<file path="src/common/trace_game_defines.svh">
`ifndef TRACE_GAME_DEFINES_SVH
`define TRACE_GAME_DEFINES_SVH

// clock cycles per game second
// kept tiny so a whole game simulates quickly
`define GAME_SEC_CYCLES 8

// dwell per screen kind, in clock cycles
`define GAME_LOGO_CYCLES 40
`define GAME_TRACE_CYCLES 120
`define GAME_MSG_CYCLES 60

// edge of the square tile map
`define GAME_MAP_DIM 16

// tile code left behind by each accepted move
// banner codes use 0..3, so this stays clear of them
`define GAME_TRAIL_TILE 4'hf

// cursor start cell on entry to a tracing screen
// column is always 0
`define GAME_START_ROW 8

`endif

</file>
<file path="src/common/trace_game_pkg.sv">
package trace_game_pkg;

    // kind of screen being shown
    // the 2-bit value doubles as the banner tile code
    typedef enum logic [1:0] {
        SCREEN_LOGO       = 2'd0,
        SCREEN_TRACE      = 2'd1,
        SCREEN_MESSAGE    = 2'd2,
        SCREEN_SCOREBOARD = 2'd3
    } screen_kind_t;

    // screen number, first screen is 1
    typedef logic [4:0] screen_idx_t;

    // tile map address
    // row in [7:4], column in [3:0]
    typedef logic [7:0] tile_addr_t;

    // one tile code
    typedef logic [3:0] tile_t;

endpackage

</file>
<file path="src/rtl/screen_timer.sv">
`timescale 1ns/1ps
`include "trace_game_defines.svh"

module screen_timer (
    input  logic                         clock,
    input  logic                         rst,
    input  logic [5:0]                   total_screens,
    output trace_game_pkg::screen_idx_t  curr_screen,
    output trace_game_pkg::screen_kind_t screen_kind,
    output logic                         screen_change,
    output logic [31:0]                  time_out,
    output logic                         end_of_game
);
    import trace_game_pkg::*;

    // dwell lengths per screen kind
    localparam logic [31:0] LOGO_CYCLES  = 32'(`GAME_LOGO_CYCLES);
    localparam logic [31:0] TRACE_CYCLES = 32'(`GAME_TRACE_CYCLES);
    localparam logic [31:0] MSG_CYCLES   = 32'(`GAME_MSG_CYCLES);
    // seconds prescaler length
    localparam logic [31:0] SEC_CYCLES   = 32'(`GAME_SEC_CYCLES);

    logic [31:0] dwell_cnt;
    logic [31:0] dwell_len;
    logic [31:0] sec_cnt;
    logic        at_last;
    logic        dwell_done;

    // last screen reached, >= so a short total_screens still stops
    assign at_last = ({1'b0, curr_screen} >= total_screens);

    // kind from screen number
    // 1 is the logo, even is a trace, odd above 1 is a message
    always_comb begin
        if (at_last) begin
            screen_kind = SCREEN_SCOREBOARD;
        end else if (curr_screen == 5'd1) begin
            screen_kind = SCREEN_LOGO;
        end else if (curr_screen[0] == 1'b0) begin
            screen_kind = SCREEN_TRACE;
        end else begin
            screen_kind = SCREEN_MESSAGE;
        end
    end

    // dwell for the current kind
    always_comb begin
        case (screen_kind)
            SCREEN_LOGO:  dwell_len = LOGO_CYCLES;
            SCREEN_TRACE: dwell_len = TRACE_CYCLES;
            // scoreboard never steps, its dwell is never used
            default:      dwell_len = MSG_CYCLES;
        endcase
    end

    // last cycle of the dwell, held off on the scoreboard
    assign dwell_done = (dwell_cnt == dwell_len - 32'd1) && !at_last;

    // screen stepping
    // screen_change is high in the same cycle as the new number
    always_ff @(posedge clock) begin
        if (rst) begin
            curr_screen   <= 5'd1;
            dwell_cnt     <= '0;
            screen_change <= 1'b0;
        end else begin
            screen_change <= dwell_done;
            if (dwell_done) begin
                curr_screen <= curr_screen + 5'd1;
                dwell_cnt   <= '0;
            end else if (!at_last) begin
                // message screens count too
                dwell_cnt <= dwell_cnt + 32'd1;
            end
        end
    end

    // free running seconds, independent of screens
    always_ff @(posedge clock) begin
        if (rst) begin
            sec_cnt  <= '0;
            time_out <= '0;
        end else if (sec_cnt == SEC_CYCLES - 32'd1) begin
            sec_cnt  <= '0;
            time_out <= time_out + 32'd1;
        end else begin
            sec_cnt <= sec_cnt + 32'd1;
        end
    end

    // sticky, one cycle behind the last screen
    always_ff @(posedge clock) begin
        if (rst) begin
            end_of_game <= 1'b0;
        end else if (at_last) begin
            end_of_game <= 1'b1;
        end
    end

endmodule

</file>
<file path="src/rtl/trail_tracker.sv">
`timescale 1ns/1ps
`include "trace_game_defines.svh"

module trail_tracker (
    input  logic                         clock,
    input  logic                         rst,
    input  trace_game_pkg::screen_kind_t screen_kind,
    input  logic                         screen_change,
    input  logic                         move_up,
    input  logic                         move_down,
    input  logic                         move_left,
    input  logic                         move_right,
    output logic                         trail_req,
    output trace_game_pkg::tile_addr_t   trail_addr,
    output trace_game_pkg::tile_t        trail_tile,
    input  logic                         trail_gnt,
    output logic [15:0]                  score
);
    import trace_game_pkg::*;

    // map edge index and start cell
    localparam logic [3:0] LAST_IDX  = 4'(`GAME_MAP_DIM - 1);
    localparam logic [3:0] START_ROW = 4'(`GAME_START_ROW);

    logic [3:0] row;
    logic [3:0] col;
    logic [3:0] next_row;
    logic [3:0] next_col;
    logic       move_ok;
    logic       accept;

    // target cell for this cycle's pulse
    // up wins over down, down over left, left over right
    always_comb begin
        next_row = row;
        next_col = col;
        move_ok  = 1'b0;
        if (move_up) begin
            move_ok  = (row != 4'd0);
            next_row = row - 4'd1;
        end else if (move_down) begin
            move_ok  = (row != LAST_IDX);
            next_row = row + 4'd1;
        end else if (move_left) begin
            move_ok  = (col != 4'd0);
            next_col = col - 4'd1;
        end else if (move_right) begin
            move_ok  = (col != LAST_IDX);
            next_col = col + 4'd1;
        end
    end

    // only on a tracing screen, only with no write pending
    // a pulse on the screen change cycle loses to the cursor reset
    assign accept = (screen_kind == SCREEN_TRACE) && !screen_change && !trail_req && move_ok;

    // every trail write carries the same code
    assign trail_tile = tile_t'(`GAME_TRAIL_TILE);

    // cursor
    always_ff @(posedge clock) begin
        if (rst) begin
            row <= START_ROW;
            col <= '0;
        end else if (screen_change && (screen_kind == SCREEN_TRACE)) begin
            row <= START_ROW;
            col <= '0;
        end else if (accept) begin
            row <= next_row;
            col <= next_col;
        end
    end

    // score and the single pending write
    // address is latched so it stays put until the grant
    always_ff @(posedge clock) begin
        if (rst) begin
            score      <= '0;
            trail_req  <= 1'b0;
            trail_addr <= '0;
        end else if (accept) begin
            score      <= score + 16'd1;
            trail_req  <= 1'b1;
            trail_addr <= {next_row, next_col};
        end else if (trail_gnt) begin
            trail_req <= 1'b0;
        end
    end

endmodule

</file>
<file path="src/rtl/banner_writer.sv">
`timescale 1ns/1ps
`include "trace_game_defines.svh"

module banner_writer (
    input  logic                         clock,
    input  logic                         rst,
    input  trace_game_pkg::screen_kind_t screen_kind,
    input  logic                         screen_change,
    output logic                         banner_req,
    output trace_game_pkg::tile_addr_t   banner_addr,
    output trace_game_pkg::tile_t        banner_tile,
    input  logic                         banner_gnt
);
    import trace_game_pkg::*;

    // banner lives on the top row
    localparam logic [3:0] BANNER_ROW = 4'd0;
    localparam logic [3:0] LAST_COL   = 4'(`GAME_MAP_DIM - 1);

    logic         busy;
    logic [3:0]   col;
    screen_kind_t code;

    // request held for the whole sweep
    assign banner_req  = busy;
    assign banner_addr = {BANNER_ROW, col};
    // kind code widened to a tile
    assign banner_tile = tile_t'({2'b00, code});

    // one column per grant, 16 in a row
    // a new screen change restarts from column 0
    always_ff @(posedge clock) begin
        if (rst) begin
            busy <= 1'b0;
            col  <= '0;
            code <= SCREEN_LOGO;
        end else if (screen_change) begin
            busy <= 1'b1;
            col  <= '0;
            // kind already shows the new screen here
            code <= screen_kind;
        end else if (banner_gnt) begin
            col <= col + 4'd1;
            if (col == LAST_COL) begin
                busy <= 1'b0;
            end
        end
    end

endmodule

</file>
<file path="src/rtl/tile_arbiter.sv">
`timescale 1ns/1ps
`include "trace_game_defines.svh"

module tile_arbiter (
    input  logic                       clock,
    input  logic                       rst,
    input  logic                       banner_req,
    input  trace_game_pkg::tile_addr_t banner_addr,
    input  trace_game_pkg::tile_t      banner_tile,
    output logic                       banner_gnt,
    input  logic                       trail_req,
    input  trace_game_pkg::tile_addr_t trail_addr,
    input  trace_game_pkg::tile_t      trail_tile,
    output logic                       trail_gnt,
    input  logic                       disp_req,
    input  trace_game_pkg::tile_addr_t disp_addr,
    output trace_game_pkg::tile_t      disp_data,
    output logic                       disp_valid
);
    import trace_game_pkg::*;

    localparam int DEPTH = `GAME_MAP_DIM * `GAME_MAP_DIM;

    // whole map, blank at power-up
    tile_t mem [DEPTH] = '{default: '0};

    logic disp_gnt;

    // fixed priority, banner then trail then display
    // grants are same-cycle so a held request gets one write per cycle
    assign banner_gnt = banner_req;
    assign trail_gnt  = trail_req && !banner_req;
    // no second read while the previous one is returning
    assign disp_gnt   = disp_req && !banner_req && !trail_req && !disp_valid;

    // write lands at the end of the grant cycle
    always_ff @(posedge clock) begin
        if (banner_gnt) begin
            mem[banner_addr] <= banner_tile;
        end else if (trail_gnt) begin
            mem[trail_addr] <= trail_tile;
        end
    end

    // registered read
    // data and valid one cycle after the grant
    always_ff @(posedge clock) begin
        if (rst) begin
            disp_valid <= 1'b0;
            disp_data  <= '0;
        end else begin
            disp_valid <= disp_gnt;
            if (disp_gnt) begin
                disp_data <= mem[disp_addr];
            end
        end
    end

endmodule

</file>
<file path="src/rtl/trace_game_top.sv">
`timescale 1ns/1ps

module trace_game_top (
    input  logic                         clock,
    input  logic                         rst,
    input  logic [5:0]                   total_screens,
    input  logic                         move_up,
    input  logic                         move_down,
    input  logic                         move_left,
    input  logic                         move_right,
    input  logic                         disp_req,
    input  trace_game_pkg::tile_addr_t   disp_addr,
    output trace_game_pkg::screen_idx_t  curr_screen,
    output trace_game_pkg::screen_kind_t screen_kind,
    output logic [31:0]                  time_out,
    output logic                         end_of_game,
    output logic [15:0]                  score,
    output trace_game_pkg::tile_t        disp_data,
    output logic                         disp_valid
);
    import trace_game_pkg::*;

    // screen step strobe
    logic       screen_change;
    // trail write port
    logic       trail_req;
    tile_addr_t trail_addr;
    tile_t      trail_tile;
    logic       trail_gnt;
    // banner write port
    logic       banner_req;
    tile_addr_t banner_addr;
    tile_t      banner_tile;
    logic       banner_gnt;

    screen_timer i_screen_timer (
        .clock         (clock),
        .rst           (rst),
        .total_screens (total_screens),
        .curr_screen   (curr_screen),
        .screen_kind   (screen_kind),
        .screen_change (screen_change),
        .time_out      (time_out),
        .end_of_game   (end_of_game)
    );

    trail_tracker i_trail_tracker (
        .clock         (clock),
        .rst           (rst),
        .screen_kind   (screen_kind),
        .screen_change (screen_change),
        .move_up       (move_up),
        .move_down     (move_down),
        .move_left     (move_left),
        .move_right    (move_right),
        .trail_req     (trail_req),
        .trail_addr    (trail_addr),
        .trail_tile    (trail_tile),
        .trail_gnt     (trail_gnt),
        .score         (score)
    );

    banner_writer i_banner_writer (
        .clock         (clock),
        .rst           (rst),
        .screen_kind   (screen_kind),
        .screen_change (screen_change),
        .banner_req    (banner_req),
        .banner_addr   (banner_addr),
        .banner_tile   (banner_tile),
        .banner_gnt    (banner_gnt)
    );

    // single owner of the tile map
    tile_arbiter i_tile_arbiter (
        .clock       (clock),
        .rst         (rst),
        .banner_req  (banner_req),
        .banner_addr (banner_addr),
        .banner_tile (banner_tile),
        .banner_gnt  (banner_gnt),
        .trail_req   (trail_req),
        .trail_addr  (trail_addr),
        .trail_tile  (trail_tile),
        .trail_gnt   (trail_gnt),
        .disp_req    (disp_req),
        .disp_addr   (disp_addr),
        .disp_data   (disp_data),
        .disp_valid  (disp_valid)
    );

endmodule

</file>
<file path="config.mk">
export PLATFORM = sky130hd
export DESIGN_NAME = trace_game_top
export DESIGN_NICKNAME = d
export VERILOG_FILES = /design/src/common/trace_game_pkg.sv /design/src/rtl/screen_timer.sv /design/src/rtl/trail_tracker.sv /design/src/rtl/banner_writer.sv /design/src/rtl/tile_arbiter.sv /design/src/rtl/trace_game_top.sv
export VERILOG_INCLUDE_DIRS = /design/src /design/src/common
export SDC_FILE = /design/constraint.sdc
export NUM_CORES = 1
export LEC_CHECK = 0
export ABC_AREA = 1
export BUFFER_PORTS_ARGS = -buffer_cell sky130_fd_sc_hd__clkbuf_2
export CAP_MARGIN = 5
export CORE_MARGIN = 3
export CORE_UTILIZATION = 40
export CTS_CLUSTER_SIZE = 14
export DETAILED_ROUTE_END_ITERATION = 8
export SYNTH_ARGS = -nofsm -noshare
export SYNTH_HDL_FRONTEND = slang
export SYNTH_SLANG_ARGS = --single-unit
</file>
<file path="constraint.sdc">
create_clock -name clock -period 8.5 [get_ports clock]
set_clock_uncertainty 0.05 [all_clocks]
set_input_delay 0.425 -clock clock [delete_from_list [all_inputs] [get_ports clock]]
set_output_delay 0.425 -clock clock [all_outputs]
set_load 0.005 [all_outputs]
</file>
After elaboration in Yosys (flattened, before gate mapping) --
Memories as Yosys holds them, arrays and structs flattened. A register that Yosys moved wholly into a read port is not among the register bits. Index checks and enable logic that the tools add are counted.
Storage, ports and cells: register bits 144, RAM bits 1024, input bits 21, output and inout bits 61, word-level logic and storage cells 85, memories kept 1
Memories:
- i_tile_arbiter.mem | words 256, bits a word 4, read ports 1, clocked after Yosys merged registers in 1, write ports 1, RTL line tile_arbiter.sv:25 | tile_t mem [DEPTH] = '{default: '0};
Operators by class: add/subtract/negate cells 11, $lt $le $gt $ge 1, eq/ne operators 7, muxes and demuxes 27, reductions and logical operators 23
Operators by type and width (count):
- 32-bit by 1-bit adder with 32-bit output, second input constant | 3
- 32-bit by 3-bit == test with 1-bit output, second input constant | 1
- 32-bit == test | 1
- 4-bit 2-to-1 mux | 7
- 16-bit by 1-bit adder with 16-bit output, second input constant | 1
- 1-bit 2-to-1 mux | 15
- 7-bit case mux with 2 select lines | 1
- 4-bit by 1-bit adder with 4-bit output, second input constant | 3
- 1-bit logical AND | 9
- 8-bit 2-to-1 mux | 1
- 4-bit != test, second input constant | 2
- 4-bit nonzero test | 2
- 2-bit OR reduction | 4
- 4-bit by 1-bit subtractor with 4-bit output, second input constant | 2
- 7-bit by 1-bit subtractor with 8-bit output, second input constant | 1
- 5-bit by 6-bit >= comparator with 1-bit output | 1
- 2-bit 2-to-1 mux | 3
- 5-bit by 1-bit adder with 5-bit output, second input constant | 1
- 5-bit by 1-bit == test with 1-bit output, second input constant | 1
- 1-bit zero test | 5
- 4-bit == test, second input constant | 1
- 4-bit OR reduction | 1
- 2-bit by 1-bit == test with 1-bit output, second input constant | 1
- 2-bit zero test | 1
- 2-bit nonzero test | 1

Longest topological paths before layout --
Gate-level depths: netlist of the first run.
word-level depth 9, depth in mapped cells 16, depth with buffers taken out 15

Modules after synthesis --
Synthesis of the first run repeated with hierarchy kept, for this count alone.
Second synthesis, totals: cells, all modules 5037, area total of the unflattened synthesis 51368.0 um^2
By module, submodules not included:
- tile_arbiter | instances 1, cells an instance 3760, area an instance 42906.2 um^2, seq. area each 30849.6 um^2
- screen_timer | instances 1, cells an instance 950, area an instance 6229.7 um^2, seq. area each 2062.0 um^2
- trail_tracker | instances 1, cells an instance 285, area an instance 1905.6 um^2, seq. area each 660.6 um^2
- banner_writer | instances 1, cells an instance 42, area an instance 326.6 um^2, seq. area each 140.1 um^2

Worst setup path before layout of the first run --
OpenSTA, ideal clock, no wires.
kind register to register, start point reg i_banner_writer.busy, in the netlist i_banner_writer.banner_req, end point mem i_tile_arbiter.mem[0][0] (netlist bit), data pin, setup time 0.823 ns, arrival time 6.098 ns, required time 7.627 ns, setup slack 1.529 ns, stages on the path, launching flop included 5, path buffers 1, clock period less this slack 6.971 ns, path through dfxtp_1 buf_2 nor2_4 inv_2 nand2_1
On the way: longest elaborated chain between the ends 7
RTL lines:
- start, declared | RTL line banner_writer.sv:20 | logic busy;
- start signal, assigned | RTL line banner_writer.sv:34 | busy <= 1'b0;
- start signal, assigned | RTL line banner_writer.sv:38 | busy <= 1'b1;
- start signal, assigned | RTL line banner_writer.sv:45 | busy <= 1'b0;
- 1-bit zero test | RTL line tile_arbiter.sv:32 | assign trail_gnt = trail_req && !banner_req;
- 1-bit logical AND | RTL line tile_arbiter.sv:32
- 1-bit 2-to-1 mux | RTL line tile_arbiter.sv:40 | end else if (trail_gnt) begin
- 1-bit 2-to-1 mux (*) | RTL line tile_arbiter.sv:38 | if (banner_gnt) begin
- 1-bit 2-to-1 mux (implied by the code) (*) | RTL line tile_arbiter.sv:41 | mem[trail_addr] <= trail_tile;
- 4-bit OR reduction (no line) (*)
- 4-bit 2-to-1 mux (no line) (*)
- end, declared | RTL line tile_arbiter.sv:25
Mark *: on every way between the ends. The rest lies on a longest branch, timed or not.

Worst setup path in the final report of the first run --
start point reg i_banner_writer.busy, in the netlist i_banner_writer.banner_req, end point mem i_tile_arbiter.mem[244][0] (netlist bit) (enable)
On the way: longest elaborated chain between the ends 7, elaborated cells between the ends (all ways) 10, those cells by class mux: 7; reduce/logical: 3
RTL lines (RTL line):
- 1-bit zero test | tile_arbiter.sv:32
- 1-bit logical AND | tile_arbiter.sv:32
- 1-bit 2-to-1 mux | tile_arbiter.sv:40
- 1-bit 2-to-1 mux | tile_arbiter.sv:38
- 1-bit 2-to-1 mux (implied by the code) | tile_arbiter.sv:41
- 4-bit OR reduction (no line)
- 8-bit 2-to-1 mux (no line) / 1-bit 2-to-1 mux (equally long branches)
Several ways; a longest one is shown, not always the timed one.

==> run summary, run 1 <==
DRT Wirelength: 102500 um
Pleak: 15.84 nW
CP Class: reg2reg
Clk root buf: clkbuf_16
EDFF count, synth: 768
Hold Crit Class: in2reg
Capture point of the worst reg-to-reg path: i_tile_arbiter.mem[244][0]$_DFFE_PP_
Reg2reg path depth: 7
Fin Setup TNS: 0 ns
Comb power frac: 4.5%
Max Cap Viol: 0
CP max-delay cell: buf_4
Setup crit end kind: register
Critical path buffer and inverter count: 2
Vias in the first global route: 27930
Nets: 4017
Port bufs: 81
Initial Util: 40.44%
Initial antenna violation count: 2
Clock share of power: 43.7%
Total GRT Usage: 19.68%
Die Y: 321.7 um
CTS Sinks: 915
Clock buffer count from CTS: 95
P_sw: 2.029 mW
Synthesized flop and latch total: 915
CP Launch Type: register
R2R Setup Slk: 4.30 ns
Final hold viol count: 0
PostCTS Resize Cnt: 0
I/O pins: 82
Clock Path Buffers: 3
WP data required: 8.79 ns
Net Sw Frac: 21.83%
Cell family with most CP delay: simple AND/OR/NAND/NOR gates
Wire per inst: 19.18 um
Area delta synth->final: 11.03%
TritonCTS clock tree: yes
Drt first-iter violations: 2445
Util after Layout: 44.90%
Netlist cell types: 46
Mapped Cells: 3996
Pwr dens: 210.0 nW/um2
Relative slew slack: 21.44%
Worst Hold End: i_tile_arbiter.disp_data[1]$_SDFFE_PP0P_
Peak VDD IR: 0.1424 mV
Post-DR vias/cell: 5.292
Synth Flop Type: edfxtp_1
Fillers: 9345
H-tree depth: 3
Post-CTS setup repair buffer count: 0
Clk Latency, worst-skew pair: 0.66 ns
Die footprint: 103500 um2
Hold slack: 0.1080 ns
First-pass DRT Iterations: 5
Area after DPL: 41210 um2
Core Footprint: 98560 um2
Int Pwr: 7.266 mW
Largest net degree at the start of global routing: 247
Yosys warns: 0
Total number of vias: 28280
Share of power burned in registers: 51.9%
Pins Over Slew Limit: 0
Final setup violation count: 0
Die Wd: 321.7 um
Worst Path Max Fanout: 89
CP arrival: 4.48 ns
Achievable Freq: 0.2382 GHz
Status: complete, no violations
Worst path cell trace: nor2_4 > buf_4 > buf_4 > nand2_1 > nor2_1 > nand2_1 > nor2_1
GPL Wtd Cong: 0.8235
First-pass GRT wire length: 158500 um
Final Cell Area: 44250 um2
Avg Inst Size Synth: 9.974 um2
Routed Antenna Nets: 0
Syn Nets: 4033
Share of cells above drive strength 1: 7.690%
GRT overflow: 0
Max incr delay on CP: 0.87 ns
Hold Startpoint: disp_addr[7]
Worst-path clk slew: 0.06 ns
RSZ-0062 raised after global routing: false
Async SR Flop Fraction: 0%
Sequential area share after synthesis: 65.25%
Crit path time final: 4.199 ns
Hold depth: 5
Slew @ Worst Pin: 1.178 ns
Final period utilization: 49.40%
HPWL after detailed placement: 56920 um
RR Startpoint: i_banner_writer.banner_req$_SDFF_PP0_
Syn Std Cell Area: 39860 um2
Cell Rows: 115
Post-CTS Hold Fix Bufs: 1
Residual DRC: 0
==> worst min-delay path: stages <==
cell and delay (ns):
clkbuf_2 0.13, nand3_1 0.09, nand3_1 0.07, nand2_1 0.05, inv_1 0.04
==> Yosys cell counts, types with 35 or more instances <==
cell type  instances  area [um2]
buf_2            111       555.5
nor2_1           374        1404
nand2_1         1120        4204
a21oi_1           86       430.4
inv_1            162       608.1
clkbuf_1          72       270.3
buf_1             39       146.4
nand4_1           35       219.0
edfxtp_1         768       23060
xor2_1            44       385.4
nand3_1          791        3959
dfxtp_1          147        2943
nor3_1            60       300.3
==> flip-flops by register name, indices dropped and copies added (netlist names), 5 cells and up <==
signal                      flops
i_trail_tracker.score          16
i_screen_timer.curr_screen      5
i_screen_timer.time_out        32
i_screen_timer.sec_cnt         32
i_tile_arbiter.mem            768
i_screen_timer.dwell_cnt       32
i_trail_tracker.trail_addr      8
==> final cells by class <==
| type | instances | area, um2 | share of cell area, % |
|---|---|---|---|
| Sequential cell | 915 | 26000 | 58.76 |
| Multi-Input combinational cell | 2675 | 12220 | 27.61 |
| Clock buffer | 143 | 2688 | 6.073 |
| Tap cell | 1287 | 1610 | 3.639 |
| Inverter | 183 | 701.9 | 1.586 |
| Timing Repair Buffer | 110 | 681.9 | 1.541 |
| Clock inverter | 31 | 345.3 | 0.7803 |
| Antenna cell | 1 | 2.502 | 0.005655 |
==> power by group through the flow <==
stage	combinational (mW)	sequential, mW	clock, mW
after detailed placement	0.414	4.92	0
after global placement	0.411	4.92	0
final	0.414	4.82	4.06
after CTS	0.416	4.82	4.13
after floorplan	0.288	4.91	0
after global routing	0.460	4.82	4.31
==> per-layer routing <==
metal | part of all wire (%) | track usage (%) | vias up
met5 | 0 | 0 | -
met4 | 2.9 | 5.871 | 0
met3 | 6.7 | 2.765 | 185
met2 | 47 | 33.12 | 897
met1 | 43 | 26.55 | 13520
li1 | - | - | 13680
==> cell usage in the layout, fill, tap and decap left out, drive strengths merged <==
cell type	count
xor2	44
bufinv	5
buf	31
a21boi	1
nor3	63
xnor2	20
o21a	2
nor4	29
a21oi	86
or2	7
o311ai	1
clkbuf	221
clkinvlp	2
o31ai	3
nor3b	3
dlygate4sd3	1
inv	185
o22ai	3
diode	1
o211ai	2
a21o	1
or3	1
nand2b	1
nand4	37
o41ai	1
clkinv	22
nand3	793
o21ai	42
nand3b	3
a31oi	1
nand2	1123
dfxtp	147
ha	16
edfxtp	768
nor2	392
==> kinds of logic after synthesis <==
| logic type | count (synthesis) | synth area share (%) |
|---|---|---|
| adder cells (fa/ha/maj) | 16 | 0.5023 |
| AND/OR/NAND/NOR | 2452 | 26.74 |
| AO/OA/AOI/OAI | 143 | 1.921 |
| flip-flops | 915 | 65.25 |
| buffers and inverters | 406 | 4.181 |
| XOR/XNOR | 64 | 1.406 |
==> worst max path at each step <==
stage	from	end	slack [ns]	depth (start not counted)
after floorplan	i_banner_writer.banner_req$_SDFF_PP0_	i_tile_arbiter.mem[0][0]$_DFFE_PP_	1.53	4
after global placement	i_banner_writer.banner_req$_SDFF_PP0_	i_tile_arbiter.mem[250][0]$_DFFE_PP_	4.28	7
after detailed placement	i_banner_writer.banner_req$_SDFF_PP0_	i_tile_arbiter.mem[124][2]$_DFFE_PP_	4.25	7
after CTS	i_banner_writer.banner_req$_SDFF_PP0_	i_tile_arbiter.mem[146][2]$_DFFE_PP_	4.24	7
after global routing	i_banner_writer.banner_req$_SDFF_PP0_	i_tile_arbiter.mem[194][0]$_DFFE_PP_	3.96	7
final	i_banner_writer.banner_req$_SDFF_PP0_	i_tile_arbiter.mem[244][0]$_DFFE_PP_	4.30	7
==> metrics by stage <==
step / power [mW] / std cells / worst slack, ns
after floorplan: 5.203 / 3996 / 1.529
after global placement: 5.328 / 5169 / 4.278
after detailed placement: 5.331 / 5169 / 4.251
after CTS: 9.367 / 5344 / 4.236
after global routing: 9.588 / 5344 / 3.958
final: 9.295 / 5345 / 4.301
Power figures use the tool's default switching activity.
==> run 2: changes to the inputs <==
Settings changed: ABC_AREA 1 to 0.
Clock period 8.5 ns to 4.1 ns, I/O delays scaled along.
==> run 2 against run 1 <==
  * Area after synthesis is 5.6% lower
  * Final area fell by 3.7%
  * Via count fell by 22%
  * Non-clock buffer count up 34
  * Maximum frequency increased by 19%
  * Wire length shrank 11%
  * Worst setup slack worse by 3.7 ns
  * Count of clock-buffer cells in the layout shrank 23
  * Sequential share of layout area is 2.2 points higher
  * Highest routed layer unchanged
==> run summary, run 2 <==
Status: complete, no violations (unchanged)
Post-synth top area cell: edfxtp_1 (unchanged)
Share of cells above drive strength 1: 17.01% (was 7.690%)
Total GRT Usage: 18.68% (was 19.68%)
Routed Antenna Nets: 0 (unchanged)
Final Worst Setup Slack: 0.5734 ns (was 4.301 ns)
Slew @ Worst Pin: 0.9639 ns (was 1.178 ns)
DRT Wirelength: 91760 um (was 102500 um)
Most flops, register: i_tile_arbiter.mem (unchanged)
Post-synthesis mux area share: 11.73% (was 0%)
Clock Path Buffers: 3 (unchanged)
Pre-CTS setup slack: 0.7024 ns (was 4.251 ns)
CP Launch Type: register (unchanged)
Critical Path Most Common Cell: o211ai_1
Mapped Cells: 2511 (was 3996)
Max FFs per register: 768 (unchanged)
Achievable Freq: 0.2836 GHz (was 0.2382 GHz)
Hold Crit Class: in2reg (unchanged)
Core Footprint: 92500 um2 (was 98560 um2)
Clk Latency, worst-skew pair: 0.67 ns (was 0.66 ns)
Final period utilization: 86.02% (was 49.40%)
CTS Sinks: 915 (unchanged)
Wire per inst: 23.31 um (was 19.18 um)
CP max-delay cell: dlygate4sd3_1 (was buf_4)
Total number of vias: 21960 (was 28280)
H-tree depth: 3 (unchanged)
Antenna Cells: 0 (was 1)
Post-DR vias/cell: 5.578 (was 5.292)
Synth area leaders: edfxtp_1 (61%), mux4_2 (9.2%), dfxtp_1 (7.8%) (was edfxtp_1 (58%), nand2_1 (11%), nand3_1 (9.9%))
Final setup violation count: 0 (unchanged)
GRT overflow: 0 (unchanged)
Commonest non-fill, non-tap cell in the layout: edfxtp_1 (was nand2_1)
Residual DRC: 0 (unchanged)
RSZ-0062 raised after global routing: false (unchanged)
Die footprint: 97810 um2 (was 103500 um2)
EDFF count, synth: 768 (unchanged)
Drt first-iter violations: 2237 (was 2445)
Pins Over Slew Limit: 0 (unchanged)
Relative slew slack: 35.61% (was 21.44%)
Design Power: 19.01 mW (was 9.295 mW)
First-pass DRT Iterations: 5 (unchanged)
Peak VDD IR: 0.3428 mV (was 0.1424 mV)
First-pass GRT wire length: 139900 um (was 158500 um)
Xor-xnor portion of the synthesized cell area: 2.630% (was 1.406%)
Crit path time final: 3.527 ns (was 4.199 ns)
Worst-path clk slew: 0.06 ns (about the same)
Post-CTS Hold Fix Bufs: 4 (was 1)
I/O pins: 82 (unchanged)
Area delta synth->final: 13.28% (was 11.03%)
Syn Nets: 2548 (was 4033)
Die Y: 312.7 um (was 321.7 um)
CP arrival: 4.05 ns (was 4.48 ns)
Pwr dens: 445.8 nW/um2 (was 210.0 nW/um2)
Max Cap Viol: 0 (unchanged)
Synth Flop Type: edfxtp_1 (unchanged)
Critical path buffer and inverter count: 3 (was 2)
Die Wd: 312.7 um (was 321.7 um)
Most frequent cells in the layout: edfxtp_1 (768), nor2_1 (430), mux4_2 (154), dfxtp_1 (147), nand2_1 (120) (was nand2_1 (1111), nand3_1 (791), edfxtp_1 (768), nor2_1 (373), inv_1 (161))
Post-synth top cells: edfxtp_1 (768), nor2_1 (430), mux4_2 (154) (was nand2_1 (1120), nand3_1 (791), edfxtp_1 (768))
Async SR Flop Fraction: 0% (unchanged)
Clk root buf: clkbuf_16 (unchanged)
Nets: 2654 (was 4017)
Avg Inst Size Synth: 14.99 um2 (was 9.974 um2)
Sequential area share after synthesis: 69.09% (was 65.25%)
PostCTS Resize Cnt: 0 (unchanged)
Worst Path Max Fanout: 19 (was 89)
Vias in the first global route: 22580 (was 27930)
Post-synthesis adder-cell area fraction: 0.5319% (was 0.5023%)
CP Class: reg2reg (unchanged)
Synthesized flop and latch total: 915 (unchanged)
Final hold viol count: 0 (unchanged)
Post-CTS setup repair buffer count: 0 (unchanged)
Initial Util: 40.69% (was 40.44%)
Netlist cell types: 67 (was 46)
Pleak: 13.54 nW (was 15.84 nW)
WP data required: 4.62 ns (was 8.79 ns)
Worst path cell trace: inv_1 > ha_1 > nand2b_1 > a21o_1 > a21oi_2 > o211ai_1 > buf_4 > nor2_1 > o211ai_1 > dlygate4sd3_1 > a21oi_1 (was nor2_4 > buf_4 > buf_4 > nand2_1 > nor2_1 > nand2_1 > nor2_1)
TritonCTS clock tree: yes (unchanged)
Cell Rows: 111 (was 115)
Largest family of logic cells by synthesized area: multiplexers (was simple AND/OR/NAND/NOR gates)
Cell family with most CP delay: buffers and inverters (was simple AND/OR/NAND/NOR gates)
Initial antenna violation count: 1 (was 2)
Max incr delay on CP: 0.63 ns (was 0.87 ns)
Port bufs: 81 (unchanged)
Syn Std Cell Area: 37640 um2 (was 39860 um2)
Most frequent cell after synthesis: edfxtp_1 (was nand2_1)
HPWL after detailed placement: 58490 um (was 56920 um)
Largest net degree at the start of global routing: 151 (was 247)
GPL Wtd Cong: 0.8214 (was 0.8235)
Synth top area share: 61.27% (was 57.86%)
Synth Area in Simple Gates: 10.01% (was 26.74%)
Setup crit end kind: register (unchanged)
Post-synthesis compound-gate area fraction: 3.973% (was 1.921%)
Yosys warns: 0 (unchanged)
Clock buffer count from CTS: 93 (was 95)
run 2: path summary, 6_finish.rpt:
check / startpoint / to / slack, ns / depth (start not counted)
max: i_screen_timer.curr_screen[0]$_SDFFE_PP1P_ / i_trail_tracker.row[1]$_SDFFE_PP0P_ / 0.57 / 11
min: move_left / i_trail_tracker.col[1]$_SDFFE_PP0P_ / 0.07 / 6
max reg2reg: i_screen_timer.curr_screen[0]$_SDFFE_PP1P_ / i_trail_tracker.row[1]$_SDFFE_PP0P_ / 0.57 / 11
min reg2reg: i_screen_timer.sec_cnt[0]$_SDFF_PP0_ / i_screen_timer.sec_cnt[0]$_SDFF_PP0_ / 0.40 / 1
run 2: kinds of logic (layout without fill, tap and decap cells):
group / after synthesis / in the layout
AOI/OAI and AO/OA: 227 / 227
xor gates and xnor gates: 113 / 113
adders and majority gates: 16 / 16
buffers and inverters: 167 / 349
DFF: 915 / 915
muxes: 248 / 248
and+or+nand+nor: 825 / 825
run 2: worst reg2reg max path, delay by kind of cell (launching register included):
| kind | cells | cell delay [ns] |
|---|---|---|
| flip-flops | 1 | 0.47 |
| adder cells (fa/ha/maj) | 1 | 0.28 |
| AO/OA/AOI/OAI | 5 | 0.89 |
| AND/OR/NAND/NOR | 2 | 0.76 |
| buffers and inverters | 3 | 1.00 |
run 2: metal layers:
metal	GRT usage (%)	part of all wire (%)	routed length, um
met5	0	0	0
met3	4.397	8.1	7397
met2	30.06	48	44030
met4	5.197	2.5	2271
met1	25.52	41	38050
run 2: stage by stage:
step | cell area, um2 | instances | utilization, % | hold WS [ns] | setup TNS (ns)
after floorplan | 37640 | 2511 | - | 0.2453 | -153.57
after global placement | 39560 | 3761 | 42.77 | 0.3823 | 0
after detailed placement | 39560 | 3761 | 42.77 | 0.3944 | 0
after CTS | 42640 | 3936 | 46.10 | 0.01346 | 0
after global routing | 42640 | 3936 | 46.10 | 0.06506 | 0
final | 42640 | 3936 | 46.10 | 0.06608 | 0
run 2: cell type report:
| class | instances | area [um2] |
|---|---|---|
| Fill cell | 8172 | 49860 |
| Sequential cell | 915 | 26000 |
| Multi-Input combinational cell | 1429 | 10880 |
| Clock buffer | 120 | 2512 |
| Tap cell | 1243 | 1555 |
| Timing Repair Buffer | 144 | 1030 |
| Clock inverter | 51 | 526.8 |
| Inverter | 34 | 127.6 |
run 2: where the power goes:
| group | internal [mW] | total (mW) | switching [mW] |
|---|---|---|---|
| clock | 4.86 | 8.42 | 3.56 |
| combinational | 0.258 | 0.629 | 0.370 |
| sequential | 9.94 | 9.95 | 0.0144 |
